### src/verilog/core_defines.svh
// starsea core widths, memory depths and address map
`ifndef CORE_DEFINES_SVH
`define CORE_DEFINES_SVH

// data path and address width
`define CORE_XLEN 32

// register index width
`define CORE_REG_AW 5

// word-address widths, 256 words each
`define CORE_IRAM_AW 8
`define CORE_DRAM_AW 8

// addresses with this bit set go to the peripheral register bus
`define CORE_PERIPH_BIT 31

// data RAM window starts here, below the peripheral space
`define CORE_DRAM_BASE 32'h4000_0000

`endif

### src/verilog/core_pkg.sv
// starsea core shared types for words, register indices, opcodes and ALU operations
`include "core_defines.svh"

package core_pkg;

  typedef logic [`CORE_XLEN-1:0] word_t;

  typedef logic [`CORE_REG_AW-1:0] reg_idx_t;

  // only the major opcodes this core executes
  typedef enum logic [6:0] {
    OPC_OP     = 7'b0110011,
    OPC_OP_IMM = 7'b0010011,
    OPC_LUI    = 7'b0110111,
    OPC_LOAD   = 7'b0000011,
    OPC_STORE  = 7'b0100011
  } opcode_e;

  typedef enum logic [3:0] {
    ALU_ADD,
    ALU_SUB,
    ALU_AND,
    ALU_OR,
    ALU_XOR,
    ALU_SLL,
    ALU_SRL,
    ALU_SRA,
    ALU_SLT,
    ALU_SLTU,
    // lui just forwards the immediate
    ALU_PASS_B
  } alu_op_e;

endpackage

### src/verilog/core_fetch.sv
// starsea fetch stage, program counter with external halt and the fetch valid bit
`timescale 1ns/1ps

module core_fetch (
  input  logic            clk,
  input  logic            rst_n,
  input  logic            i_halt,
  output core_pkg::word_t o_pc,
  output logic            o_fetch_valid
);
  import core_pkg::*;

  localparam word_t PC_STEP = 4;

  // valid is delayed one cycle so it lines up with the registered iram read
  always_ff @(posedge clk or negedge rst_n) begin
    if (!rst_n) begin
      o_pc          <= '0;
      o_fetch_valid <= 1'b0;
    end else begin
      o_fetch_valid <= !i_halt;
      if (!i_halt) begin
        o_pc <= o_pc + PC_STEP;
      end
    end
  end

endmodule

### config.mk
export PLATFORM = sky130hd
export DESIGN_NAME = core_fetch
export DESIGN_NICKNAME = d
export VERILOG_FILES = /design/src/verilog/core_pkg.sv /design/src/verilog/core_fetch.sv
export VERILOG_INCLUDE_DIRS = /design/src /design/src/verilog
export SDC_FILE = /design/constraint.sdc
export NUM_CORES = 1
export LEC_CHECK = 0
export BUFFER_PORTS_ARGS = -buffer_cell sky130_fd_sc_hd__buf_2
export CAP_MARGIN = 20
export CORE_ASPECT_RATIO = 0.75
export CORE_MARGIN = 2
export CORE_UTILIZATION = 35
export CTS_BUF_LIST = sky130_fd_sc_hd__clkbuf_16
export DETAILED_ROUTE_END_ITERATION = 10
export GPL_TIMING_DRIVEN = 0
export PLACE_DENSITY_LB_ADDON = 0.25
export SYNTH_ARGS = -nofsm -noshare
export SYNTH_HDL_FRONTEND = slang
export SYNTH_SLANG_ARGS = --single-unit
### constraint.sdc
create_clock -name clk -period 1.6 [get_ports clk]
set_input_delay 0.24 -clock clk [delete_from_list [all_inputs] [get_ports clk]]
set_output_delay 0.24 -clock clk [all_outputs]
set_load 0.005 [all_outputs]
==> flow_results.org <==
** Run status
- The flow ran to the end, and the final reports show no timing, DRC or antenna violations.

** Worst setup path
- The largest individual stage delay along the critical path comes from the cell sky130_fd_sc_hd__dfrtp_1.
- Crit path largest cell delay :: 370 ps
- Cell repeated most along the worst path :: sky130_fd_sc_hd__and3_4
- Worst endpoint required time :: 1790 ps
- Critical path arrival :: 1740 ps
- Path depth of the worst reg2reg path :: 5
- Cell family with most CP delay :: simple AND/OR/NAND/NOR gates
- Worst setup path category :: reg2reg
- STA classifies the critical path endpoint as a register.
- Peak fanout along the critical path :: 6
- Walking the worst path, the cells encountered are and3_4 > and3_4 > nand4_4 > nor4_4 > xor2_1.
- The critical path crosses 5 cells after its start point.
- The critical path contains buffers and inverters numbering 0 combined.
- STA classifies the critical path startpoint as a register.

** Placement
- Placed Instances :: 202
- HPWL after detailed placement :: 1.890 mm
- Input and output buffers added on the ports amount to 33.
- Placer congestion estimate :: 0.7048

** STA
- Counting I/O delays and the setup requirement, the final critical path takes 1552 ps.
- At the pin with the least slew margin, the transition time is 698.5 ps.
- Setup-violating endpoint count in the final report :: 0
- Max-slew violation count :: 0
- Post-Route Hold Slack :: 13.92 ps
- The final critical path takes up 97.03% of the cycle.
- Clock skew :: 5.564 ps
- Endpoints failing hold :: 0
- In this run the tightest slew margin relative to its limit is 53.43%.
- Unrepaired setup endpoints after global routing :: true
- Timing would allow up to 644.2 MHz.

** Routing
- Post-Route WL :: 2.893 mm
- Via density :: 4.578
- Number of DRC markers after the initial detailed-route iteration :: 60
- In the final routed layout, each cell accounts on average for 12.97 µm.
- The pre-antenna-repair detailed-routing pass consisted of 4 iterations.
- Vias :: 1021
- The count of nets left with antenna violations once routing finished came out at 0.
- Post-route DRC violation count :: 0

** Global routing
- The total overflow left after global routing is 0.
- The via count of the first global-routing pass was 942.
- Wire length of the first global-routing pass :: 4.498 mm
- Maximum number of pins on one net before global-route repair :: 32
- The number of antenna violations at the first check in global routing is 0.
- Total GRT Usage :: 13.44%

** Min path
- In this run the worst hold path is classified as in2async.

** Job
- Maximum capacitance violations :: 0

** Power and ir drop
- VDD sags by at most 0.7314 mV.
- In this run the power density over the cells is 1138 nW/µm².
- The design draws 2.219 mW.
- Leakage power of the design :: 1.040 nW

** Final layout
- Cells with a size suffix above 1 make up 43.27% of the layout.
- Commonest cells after routing, fill and taps aside :: sky130_fd_sc_hd__buf_2 (33), sky130_fd_sc_hd__dfrtp_1 (29), sky130_fd_sc_hd__xnor2_1 (19), sky130_fd_sc_hd__buf_4 (16), sky130_fd_sc_hd__nand2_1 (14)
- Synth-to-Final Area Change :: 40.32%
- Leaving out fill and tap cells, the most frequent cell in the layout is sky130_fd_sc_hd__buf_2.
- Number of antenna repair diodes :: 0
- Final core occ :: 52.26%
- After the flow finishes, the layout carries non-filler instances totaling 223.
- In the final design database the tool counted 174 nets.

** Die
- Number of standard-cell rows in the floorplan :: 19
- Die Height :: 58.58 µm
- Floorplan core area :: 3732 µm²
- For this design the top-level I/O count stands at 36.
- Starting density of the core :: 37.24%
- The die covers 4497 µm².
- Die X :: 76.77 µm

** Synthesis
- The share of the Yosys chip area taken by registers is 55.81%.
- After synthesis, the share of flip-flops with an asynchronous set or reset is 100.0%.
- Each instance of the synthesized netlist takes up on average 11.98 µm².
- The Yosys step of the flow raised 0 warnings.
- In this run, distinct cell masters in the synthesized netlist total 25.
- The most used flip-flop cell after synthesis is sky130_fd_sc_hd__dfrtp_1.
- The synthesized design contains 0 enable-type register cells.
- The synthesized netlist occupies a cell area of 1390 µm².
- Cells after Synth :: 116
- Synthesis-stage register bit count :: 31

** Clock tree
- The root buffer cell chosen for the clock tree is sky130_fd_sc_hd__clkbuf_16.
- TritonCTS built the clock tree.
- Buffers inserted during clock tree synthesis total 5.
- The clock net in this run drives a total of 31 sinks.
- CTS built an H-tree with a depth of 2.
- The longest clock path from root to sink contains 2 buffers.
- Clock-pin slew was measured on the worst setup and hold paths at 50 ps.
- The later pin in the worst-skew pair is clocked with a latency of 270 ps.
[layout make-up]
type                    instances  area, µm²
plain buffers                   2      15.01
clock buffers                   5      125.1
clock inverters                 3      12.51
fillers                       322       1782
inverters                       1      3.754
multi-input cells              82      680.7
flip-flops and latches         31      778.2
well taps                      52      65.06
repair buffers                 47      270.3
[synth_stat cells (2+ instances only)]
| cell type | count | area [µm²] |
|---|---|---|
| sky130_fd_sc_hd__dfrtp_1 | 31 | 775.7 |
| sky130_fd_sc_hd__xnor2_1 | 19 | 166.4 |
| sky130_fd_sc_hd__nand2_1 | 14 | 52.55 |
| sky130_fd_sc_hd__xor2_1 | 10 | 87.58 |
| sky130_fd_sc_hd__nand4_1 | 6 | 37.54 |
| sky130_fd_sc_hd__nand3_1 | 5 | 25.02 |
| sky130_fd_sc_hd__nor2_1 | 5 | 18.77 |
| sky130_fd_sc_hd__nor3_1 | 3 | 15.01 |
| sky130_fd_sc_hd__nor4_1 | 3 | 18.77 |
| sky130_fd_sc_hd__and3_1 | 2 | 12.51 |
| sky130_fd_sc_hd__and3_4 | 2 | 22.52 |
| sky130_fd_sc_hd__and4_1 | 2 | 17.52 |
| sky130_fd_sc_hd__buf_4 | 2 | 15.01 |
[final timing paths]
path / slack (ps) / to / from
max: 50 / o_pc[31] / o_pc[18]
min: 10 / o_pc[2] / rst_n
max reg2reg: 50 / o_pc[31] / o_pc[18]
min reg2reg: 480 / o_pc[31] / o_pc[31]
max in group asynchronous: 1090 / o_pc[6] / rst_n
min in group clk: 200 / o_pc[2] / i_halt
[cell families (layout without fill, tap and decap cells)]
family	after synthesis	count (layout)	share of synthesized area, %
and+or+nand+nor	49	49	22.32
DFF	31	31	55.81
xor gates and xnor gates	29	29	18.27
buffers and inverters	4	58	1.619
adders and majority gates	1	1	0.8999
other	1	2	0.2698
muxes	1	1	0.8100
[stage by stage]
step                      cell area (µm²)  setup TNS [ps]  setup slack [ps]
after floorplan                      1394               0             72.16
after global placement               1624           -1470            -220.6
after detailed placement             1624           -1784            -249.9
after CTS                            1810               0             6.173
after global routing                 1951          -108.7            -53.00
final                                1951               0             47.57
[report_power, final]
part           switching, mW  leakage [nW]  total, mW  internal [mW]
registers              0.131         0.417       1.01          0.875
logic                  0.146         0.547      0.339          0.193
clock network          0.314        0.0762      0.874          0.560
[routing by layer]
layer / global-route usage (%) / share of wire [%] / vias to the layer above
met2: 20.55 / 48 / 19
met4: 7.792 / 1.9 / 0
met3: 3.988 / 3.6 / 6
met1: 17.28 / 47 / 496
li1: - / - / 500
met5: 0 / 0 / -
[state kept, by name (all words and copies together), names as in the netlist]
signal / cells
o_pc: 30
o_fetch_valid: 1
[timing repair]
item | 4_1_cts | 5_1_grt
pin swaps | 3 | 9
setup endpoints to repair | 14 | 12
gates resized for setup | 8 | 8
hold buffers | 0 | 0
buffers inserted | 2 | 12
No activity file was read; power rests on OpenSTA's default activity.
