[config.mk]
export PLATFORM = sky130hd
export DESIGN_NAME = core_decode
export DESIGN_NICKNAME = d
export VERILOG_FILES = /design/src/verilog/core_pkg.sv /design/src/verilog/core_decode.sv
export VERILOG_INCLUDE_DIRS = /design/src /design/src/verilog
export SDC_FILE = /design/constraint.sdc
export NUM_CORES = 1
export LEC_CHECK = 0
export ABC_AREA = 1
export BUFFER_PORTS_ARGS = -buffer_cell sky130_fd_sc_hd__buf_4
export CORE_MARGIN = 5
export CORE_UTILIZATION = 42
export DETAILED_ROUTE_END_ITERATION = 8
export GPL_TIMING_DRIVEN = 0
export PLACE_DENSITY = 0.91
export SYNTH_ARGS = -nofsm -noshare
export SYNTH_HDL_FRONTEND = slang
export SYNTH_SLANG_ARGS = --single-unit
export TNS_END_PERCENT = 10
[constraint.sdc]
create_clock -name clk -period 1.51 [get_ports clk]
set_clock_uncertainty 0.1 [all_clocks]
set_input_delay 0.3775 -clock clk [delete_from_list [all_inputs] [get_ports clk]]
set_output_delay 0.3775 -clock clk [all_outputs]
set_load 0.05 [all_outputs]
[src/verilog/core_defines.svh]
// starsea core widths, memory depths and address map
`ifndef CORE_DEFINES_SVH
`define CORE_DEFINES_SVH

// data path and address width
`define CORE_XLEN 32

// register index width
`define CORE_REG_AW 5

// word-address widths, 256 words each
`define CORE_IRAM_AW 8
`define CORE_DRAM_AW 8

// addresses with this bit set go to the peripheral register bus
`define CORE_PERIPH_BIT 31

// data RAM window starts here, below the peripheral space
`define CORE_DRAM_BASE 32'h4000_0000

`endif

[src/verilog/core_pkg.sv]
// starsea core shared types for words, register indices, opcodes and ALU operations
`include "core_defines.svh"

package core_pkg;

  typedef logic [`CORE_XLEN-1:0] word_t;

  typedef logic [`CORE_REG_AW-1:0] reg_idx_t;

  // only the major opcodes this core executes
  typedef enum logic [6:0] {
    OPC_OP     = 7'b0110011,
    OPC_OP_IMM = 7'b0010011,
    OPC_LUI    = 7'b0110111,
    OPC_LOAD   = 7'b0000011,
    OPC_STORE  = 7'b0100011
  } opcode_e;

  typedef enum logic [3:0] {
    ALU_ADD,
    ALU_SUB,
    ALU_AND,
    ALU_OR,
    ALU_XOR,
    ALU_SLL,
    ALU_SRL,
    ALU_SRA,
    ALU_SLT,
    ALU_SLTU,
    // lui just forwards the immediate
    ALU_PASS_B
  } alu_op_e;

endpackage

[src/verilog/core_decode.sv]
// starsea decode stage, field decode, immediates and the decode/execute register
`timescale 1ns/1ps

module core_decode (
  input  logic               clk,
  input  logic               rst_n,
  input  core_pkg::word_t    i_inst,
  input  logic               i_inst_valid,
  output core_pkg::reg_idx_t o_rs1,
  output core_pkg::reg_idx_t o_rs2,
  input  core_pkg::word_t    i_rs1_data,
  input  core_pkg::word_t    i_rs2_data,
  output logic               o_ex_valid,
  output core_pkg::alu_op_e  o_ex_alu_op,
  output logic               o_ex_use_imm,
  output core_pkg::word_t    o_ex_imm,
  output core_pkg::reg_idx_t o_ex_rs1,
  output core_pkg::reg_idx_t o_ex_rs2,
  output core_pkg::word_t    o_ex_rs1_data,
  output core_pkg::word_t    o_ex_rs2_data,
  output core_pkg::reg_idx_t o_ex_rd,
  output logic               o_ex_wb_en,
  output logic               o_ex_load,
  output logic               o_ex_store
);
  import core_pkg::*;

  logic [2:0] funct3;
  logic [6:0] funct7;
  reg_idx_t   rd;
  alu_op_e    alu_op;
  logic       use_imm;
  logic       wb_en;
  logic       is_load;
  logic       is_store;
  word_t      imm;

  // alt selects sub or sra
  function automatic alu_op_e arith_op(input logic [2:0] f3, input logic alt);
    case (f3)
      3'b000:  arith_op = alt ? ALU_SUB : ALU_ADD;
      3'b001:  arith_op = ALU_SLL;
      3'b010:  arith_op = ALU_SLT;
      3'b011:  arith_op = ALU_SLTU;
      3'b100:  arith_op = ALU_XOR;
      3'b101:  arith_op = alt ? ALU_SRA : ALU_SRL;
      3'b110:  arith_op = ALU_OR;
      default: arith_op = ALU_AND;
    endcase
  endfunction

  assign funct3 = i_inst[14:12];
  assign funct7 = i_inst[31:25];
  assign rd     = i_inst[11:7];
  assign o_rs1  = i_inst[19:15];
  assign o_rs2  = i_inst[24:20];

  // anything not matched falls through as a non-writing no-op
  always_comb begin
    alu_op   = ALU_ADD;
    use_imm  = 1'b0;
    imm      = {{20{i_inst[31]}}, i_inst[31:20]};
    wb_en    = 1'b0;
    is_load  = 1'b0;
    is_store = 1'b0;
    case (i_inst[6:0])
      OPC_OP: begin
        alu_op = arith_op(funct3, funct7[5]);
        wb_en  = (funct7 == 7'h00) ||
                 ((funct7 == 7'h20) && ((funct3 == 3'b000) || (funct3 == 3'b101)));
      end
      OPC_OP_IMM: begin
        alu_op  = arith_op(funct3, (funct3 == 3'b101) && funct7[5]);
        use_imm = 1'b1;
        wb_en   = 1'b1;
      end
      OPC_LUI: begin
        alu_op  = ALU_PASS_B;
        imm     = {i_inst[31:12], 12'h000};
        use_imm = 1'b1;
        wb_en   = 1'b1;
      end
      OPC_LOAD: begin
        use_imm = 1'b1;
        wb_en   = (funct3 == 3'b010);
        is_load = (funct3 == 3'b010);
      end
      OPC_STORE: begin
        imm      = {{20{i_inst[31]}}, i_inst[31:25], i_inst[11:7]};
        use_imm  = 1'b1;
        is_store = (funct3 == 3'b010);
      end
      default: begin
      end
    endcase
  end

  always_ff @(posedge clk or negedge rst_n) begin
    if (!rst_n) begin
      o_ex_valid <= 1'b0;
      o_ex_wb_en <= 1'b0;
      o_ex_load  <= 1'b0;
      o_ex_store <= 1'b0;
    end else begin
      o_ex_valid <= i_inst_valid;
      o_ex_wb_en <= i_inst_valid && wb_en && (rd != '0);
      o_ex_load  <= i_inst_valid && is_load;
      o_ex_store <= i_inst_valid && is_store;
    end
  end

  always_ff @(posedge clk) begin
    o_ex_alu_op   <= alu_op;
    o_ex_use_imm  <= use_imm;
    o_ex_imm      <= imm;
    o_ex_rs1      <= o_rs1;
    o_ex_rs2      <= o_rs2;
    o_ex_rs1_data <= i_rs1_data;
    o_ex_rs2_data <= i_rs2_data;
    o_ex_rd       <= rd;
  end

endmodule

==> flow_metrics.env, run 1 <==
export IMPL_outcome="did not finish"
export IMPL_stop_stage="5_1_grt"
export IMPL_toolErrorMsg="[ERROR GRT-0232] Routing congestion too high. Check the congestion heatmap in the GUI."
export IMPL_synth_enable_flop_cells=0
export IMPL_synth_top_family_by_area="simple AND/OR/NAND/NOR gates"
export IMPL_die_width_um=96.7
export IMPL_portBuffers=227
export IMPL_synth_seq_cells=120
export IMPL_ys_warnings_count=0
export IMPL_worst_endpoint_pin_kind="output port"
export IMPL_cts_root_buf="clkbuf_8"
export IMPL_hpwlAfterDp_um=8980
export IMPL_synth_most_common_cell="dfxtp_1"
export IMPL_rows=31
export IMPL_cts_sinks=120
export IMPL_synth_common_cells="116 x dfxtp_1, 29 x nand2_1, 27 x inv_1, 25 x nor2_1, 14 x o21ai_2"
export IMPL_synthXorXnorAreaFrac_pct=0
export IMPL_ys_seq_area_share_pct=76.7
export IMPL_async_flop_share_pct=3.33
export IMPL_syn_nets=361
export IMPL_cts_buffer_depth=2
export IMPL_synth_simple_gate_area_share_pct=9.63
export IMPL_avgSynthCellArea_um2=12.1
export IMPL_initial_core_util_pct=43.3
export IMPL_netlist_cell_type_count=21
export IMPL_antenna_found_initial=5
export IMPL_gp_congestion=0.940
export IMPL_netlist_area_um2=3160
export IMPL_yosys_most_used_dff="dfxtp_1"
export IMPL_synth_cells=262
export IMPL_dpl_cell_area_um2=4990
export IMPL_die_height_um=96.7
export IMPL_postCtsSetupBuffers=0
export IMPL_grt_overflow_total=92
export IMPL_cts_max_level=4
export IMPL_grt_util_all_layers_pct=71.7
export IMPL_synth_compound_area_share_pct=6.38
export IMPL_io_pins=229
export IMPL_synth_top_cell_by_area="dfxtp_1"
export IMPL_grt_max_degree=17
export IMPL_synthMuxAreaShare_pct=0
export IMPL_synthTopCellsByArea="dfxtp_1 74%, o21ai_2 3.9%, nand2_1 3.4%"
export IMPL_crit_endpoint="o_ex_store"
export IMPL_synth_fa_ha_area_share_pct=0
export IMPL_dp_cells=588
export IMPL_cts_made_buffers=17
export IMPL_yosysTopAreaCellShare_pct=73.5
==> metrics by stage <==
step                      setup TNS, ns  setup WS [ns]
after floorplan                       0          0.249
after global placement           -0.144        -0.0353
after detailed placement         -0.431        -0.0817
after CTS                       -0.0820        -0.0213
==> repair_timing <==
| item | CTS |
|---|---|
| pin swaps | 0 |
| hold endpoints to repair | 92 |
| setup endpoints to repair | 81 |
| resized for setup | 104 |
| hold buffers | 83 |
==> per-layer routing <==
| metal | GRT usage (%) | GRT overflow |
|---|---|---|
| met5 | 9.34 | 0 |
| met4 | 79.8 | 43 |
| met3 | 51.0 | 1 |
| met2 | 90.7 | 48 |
| met1 | 70.2 | 0 |
==> logic make-up after synthesis <==
logic type / count (synthesis)
AO/OA/AOI/OAI: 28
AND/OR/NAND/NOR: 70
buffers and inverters: 44
flip-flops: 120
==> run 2: changes to the inputs <==
--- a/config.mk
+++ b/config.mk
@@ -9,10 +9,10 @@
 export ABC_AREA = 1
 export BUFFER_PORTS_ARGS = -buffer_cell sky130_fd_sc_hd__buf_4
 export CORE_MARGIN = 5
-export CORE_UTILIZATION = 42
+export CORE_UTILIZATION = 30
 export DETAILED_ROUTE_END_ITERATION = 8
 export GPL_TIMING_DRIVEN = 0
-export PLACE_DENSITY = 0.91
+export PLACE_DENSITY_LB_ADDON = 0.15
 export SYNTH_ARGS = -nofsm -noshare
 export SYNTH_HDL_FRONTEND = slang
 export SYNTH_SLANG_ARGS = --single-unit
==> run 2 against run 1 <==
  * The flow now finishes without violations
  * Area after synthesis unchanged
  * Synthesized cell count is the same
==> flow_metrics.env, run 2 <==
export IMPL_outcome="complete, no violations"
export IMPL_hold_viol=0
export IMPL_async_flop_share_pct=3.33
export IMPL_viasPerCell=4.09
export IMPL_hpwlAfterDp_um=7780
export IMPL_reg_top3="o_ex_imm (32), o_ex_rs1_data (32), o_ex_rs2_data (32)"
export IMPL_tns_ns=0
export IMPL_synth_simple_gate_area_share_pct=9.63
export IMPL_netlist_cell_type_count=21
export IMPL_cts_max_level=4
export IMPL_worstPathCellList="buf_6"
export IMPL_mostFrequentLayoutCell="buf_4"
export IMPL_cts_root_buf="clkbuf_8"
export IMPL_ys_seq_area_share_pct=76.7
export IMPL_rsz0062_at_grt="true"
export IMPL_grt_overflow_total=0
export IMPL_synth_compound_area_share_pct=6.38
export IMPL_synthXorXnorAreaFrac_pct=0
export IMPL_drt_total_wl_um=12900
export IMPL_core_um2=10300
export IMPL_synth_most_common_cell="dfxtp_1"
export IMPL_yosys_most_used_dff="dfxtp_1"
export IMPL_initial_core_util_pct=30.7
export IMPL_critPathTopFamily="flip-flops"
export IMPL_antenna_found_initial=0
export IMPL_ant_nets=0
export IMPL_num_vias=3024
export IMPL_syn_nets=361
export IMPL_die_width_um=113
export IMPL_fin_total_pwr_mw=9.05
export IMPL_crit_slowest_cell="dfxtp_1"
export IMPL_p_sw_share_pct=27.2
export IMPL_cts_tree="done"
export IMPL_finalCriticalPeriod_ns=1.50
export IMPL_fmaxAchievable_mhz=665
export IMPL_cts_sinks=120
export IMPL_start_kind="flip-flop"
export IMPL_synth_fa_ha_area_share_pct=0
export IMPL_drive_gt1_share_pct=56.3
export IMPL_relSlewSlack_pct=74.5
export IMPL_path_class="flip-flop to output pin"
export IMPL_synth_top_cell_by_area="dfxtp_1"
export IMPL_register_area_um2=2480
export IMPL_cap_violations=0
export IMPL_grt_pass1_wl_um=17900
export IMPL_crit_path_max_fanout=1
export IMPL_drv_slew=0
export IMPL_power_frac_seq_pct=37.9
export IMPL_ir_drop_v=0.000716
export IMPL_synth_seq_cells=120
export IMPL_yosysTopAreaCellShare_pct=73.5
export IMPL_layout_common_cells="131 x buf_4, 106 x buf_6, 83 x dlygate4sd3_1, 69 x dfxtp_1, 47 x dfxtp_2"
export IMPL_cts_buffer_depth=2
export IMPL_synth_common_cells="116 x dfxtp_1, 29 x nand2_1, 27 x inv_1, 25 x nor2_1, 14 x o21ai_2"
export IMPL_cp_depth=1
export IMPL_multi_input_area_um2=505
export IMPL_avgSynthCellArea_um2=12.1
export IMPL_gp_congestion=0.790
export IMPL_cp_startpoint="o_ex_rs1_data[7]$_DFF_P_"
export IMPL_endpoint="o_ex_rs1_data[7]"
export IMPL_endpoint_kind="output pin"
export IMPL_die_area_um2=12700
export IMPL_critPathRequiredTime_ns=1.03
export IMPL_cp_buffers_inverters=1
export IMPL_synthMuxAreaShare_pct=0
export IMPL_netlist_area_um2=3160
export IMPL_period_share_pct=99.6
export IMPL_p_switching_mw=2.46
export IMPL_power_internal_mw=6.59
export IMPL_ys_warnings_count=0
export IMPL_grt_max_degree=17
export IMPL_fill_cells=725
export IMPL_hold_path_depth=3
export IMPL_drc=0
export IMPL_grt_pass1_vias=3133
export IMPL_synth_top_family_by_area="simple AND/OR/NAND/NOR gates"
export IMPL_cts_clk_slew_worst_paths_ns=0.06
export IMPL_synthToLayoutAreaGrowth_pct=119
export IMPL_portBuffers=227
export IMPL_synth_enable_flop_cells=0
export IMPL_rows=37
export IMPL_combPwrFrac_pct=17.4
export IMPL_synthTopCellsByArea="dfxtp_1 74%, o21ai_2 3.9%, nand2_1 3.4%"
export IMPL_worstMarginPinSlew_ns=0.379
export IMPL_p_clk_share_pct=44.7
export IMPL_wl_per_cell_um=17.4
export IMPL_p_leak_nw=3.32
export IMPL_cts_made_buffers=17
export IMPL_die_height_um=113
export IMPL_io_pins=229
export IMPL_setup_violations=0
export IMPL_drtIter0Drc=128
export IMPL_hold_path_class="input port to flip-flop"
export IMPL_grt_util_all_layers_pct=18.5
export IMPL_n_antenna_cell=0
export IMPL_worstPathArrival_ns=1.03
export IMPL_synth_cells=262
export IMPL_critPathMaxStageDelay_ns=0.36
export IMPL_cellPowerDensity_nw_per_um2=1310
export IMPL_nets=690
export IMPL_dr_pass1_iters=4
## run 2: cell counts after synthesis
Identical to the previous run, type by type.
## run 2: power groups by stage
stage / Sequential [mW] / Combinational (mW) / Clock, mW
5_1_grt: 3.44 / 1.63 / 4.27
3_5_place_dp: 3.44 / 1.29 / 0
4_1_cts: 3.38 / 1.48 / 4.07
6_report: 3.43 / 1.58 / 4.04
3_3_place_gp: 3.44 / 1.28 / 0
2_1_floorplan: 4.03 / 0.164 / 0
## run 2: how the worst min path moves through the flow
stage / slack (ns) / to / startpoint
finish: 0.04 / o_ex_imm[7]$_DFF_P_ / i_inst[27]
global route: 0.03 / o_ex_imm[7]$_DFF_P_ / i_inst[27]
CTS: 0.01 / o_ex_imm[6]$_DFF_P_ / i_inst[26]
detailed placement: 0.08 / o_ex_load$_DFF_PN0_ / rst_n
global placement: 0.07 / o_ex_load$_DFF_PN0_ / rst_n
floorplan: -0.02 / o_ex_load$_DFF_PN0_ / rst_n
## run 2: routing by layer
metal | GRT usage, % | routed length, um | up-vias
li1 | - | - | 1468
met1 | 19.0 | 4740 | 1393
met2 | 33.9 | 6890 | 145
met3 | 7.65 | 1000 | 18
met4 | 6.01 | 269 | 0
met5 | 0 | 0 | -
## run 2: final cells by class
type / count / share of cell area (%)
repair buffers: 310 / 42.5
flip-flops and latches: 120 / 35.8
multi-input cells: 98 / 7.29
clock buffers: 19 / 6.23
well taps: 136 / 2.45
clock inverters: 13 / 2.44
plain buffers: 15 / 1.71
inverters: 29 / 1.61
## run 2: logic make-up (layout without fill, tap and decap cells)
family / count (synthesis) / count (layout)
compound gates: 28 / 28
buf+inv: 44 / 386
flops: 120 / 120
simple gates: 70 / 70
## run 2: through the flow
step / cells / cell area, um2 / setup WS, ns / utilization [%] / hold slack [ns]
global placement: 625 / 5030 / -0.106 / 49.0 / 0.0747
detailed placement: 625 / 5030 / -0.118 / 49.0 / 0.0766
finish: 740 / 6930 / 0.00618 / 67.4 / 0.0437
CTS: 740 / 6530 / -0.0199 / 63.6 / 0.0119
global route: 740 / 6930 / -0.0399 / 67.4 / 0.0342
floorplan: 262 / 3160 / 0.249 / - / -0.0181
## run 2: repair_timing
item                                    CTS  global route
pin swaps                                 0             0
endpoints found under the setup margin   17           100
setup buffers                             0             0
hold buffers                             83             0
gates resized for setup                  20           136
hold endpoints to repair                 92             0
Power figures use the tool's default switching activity.
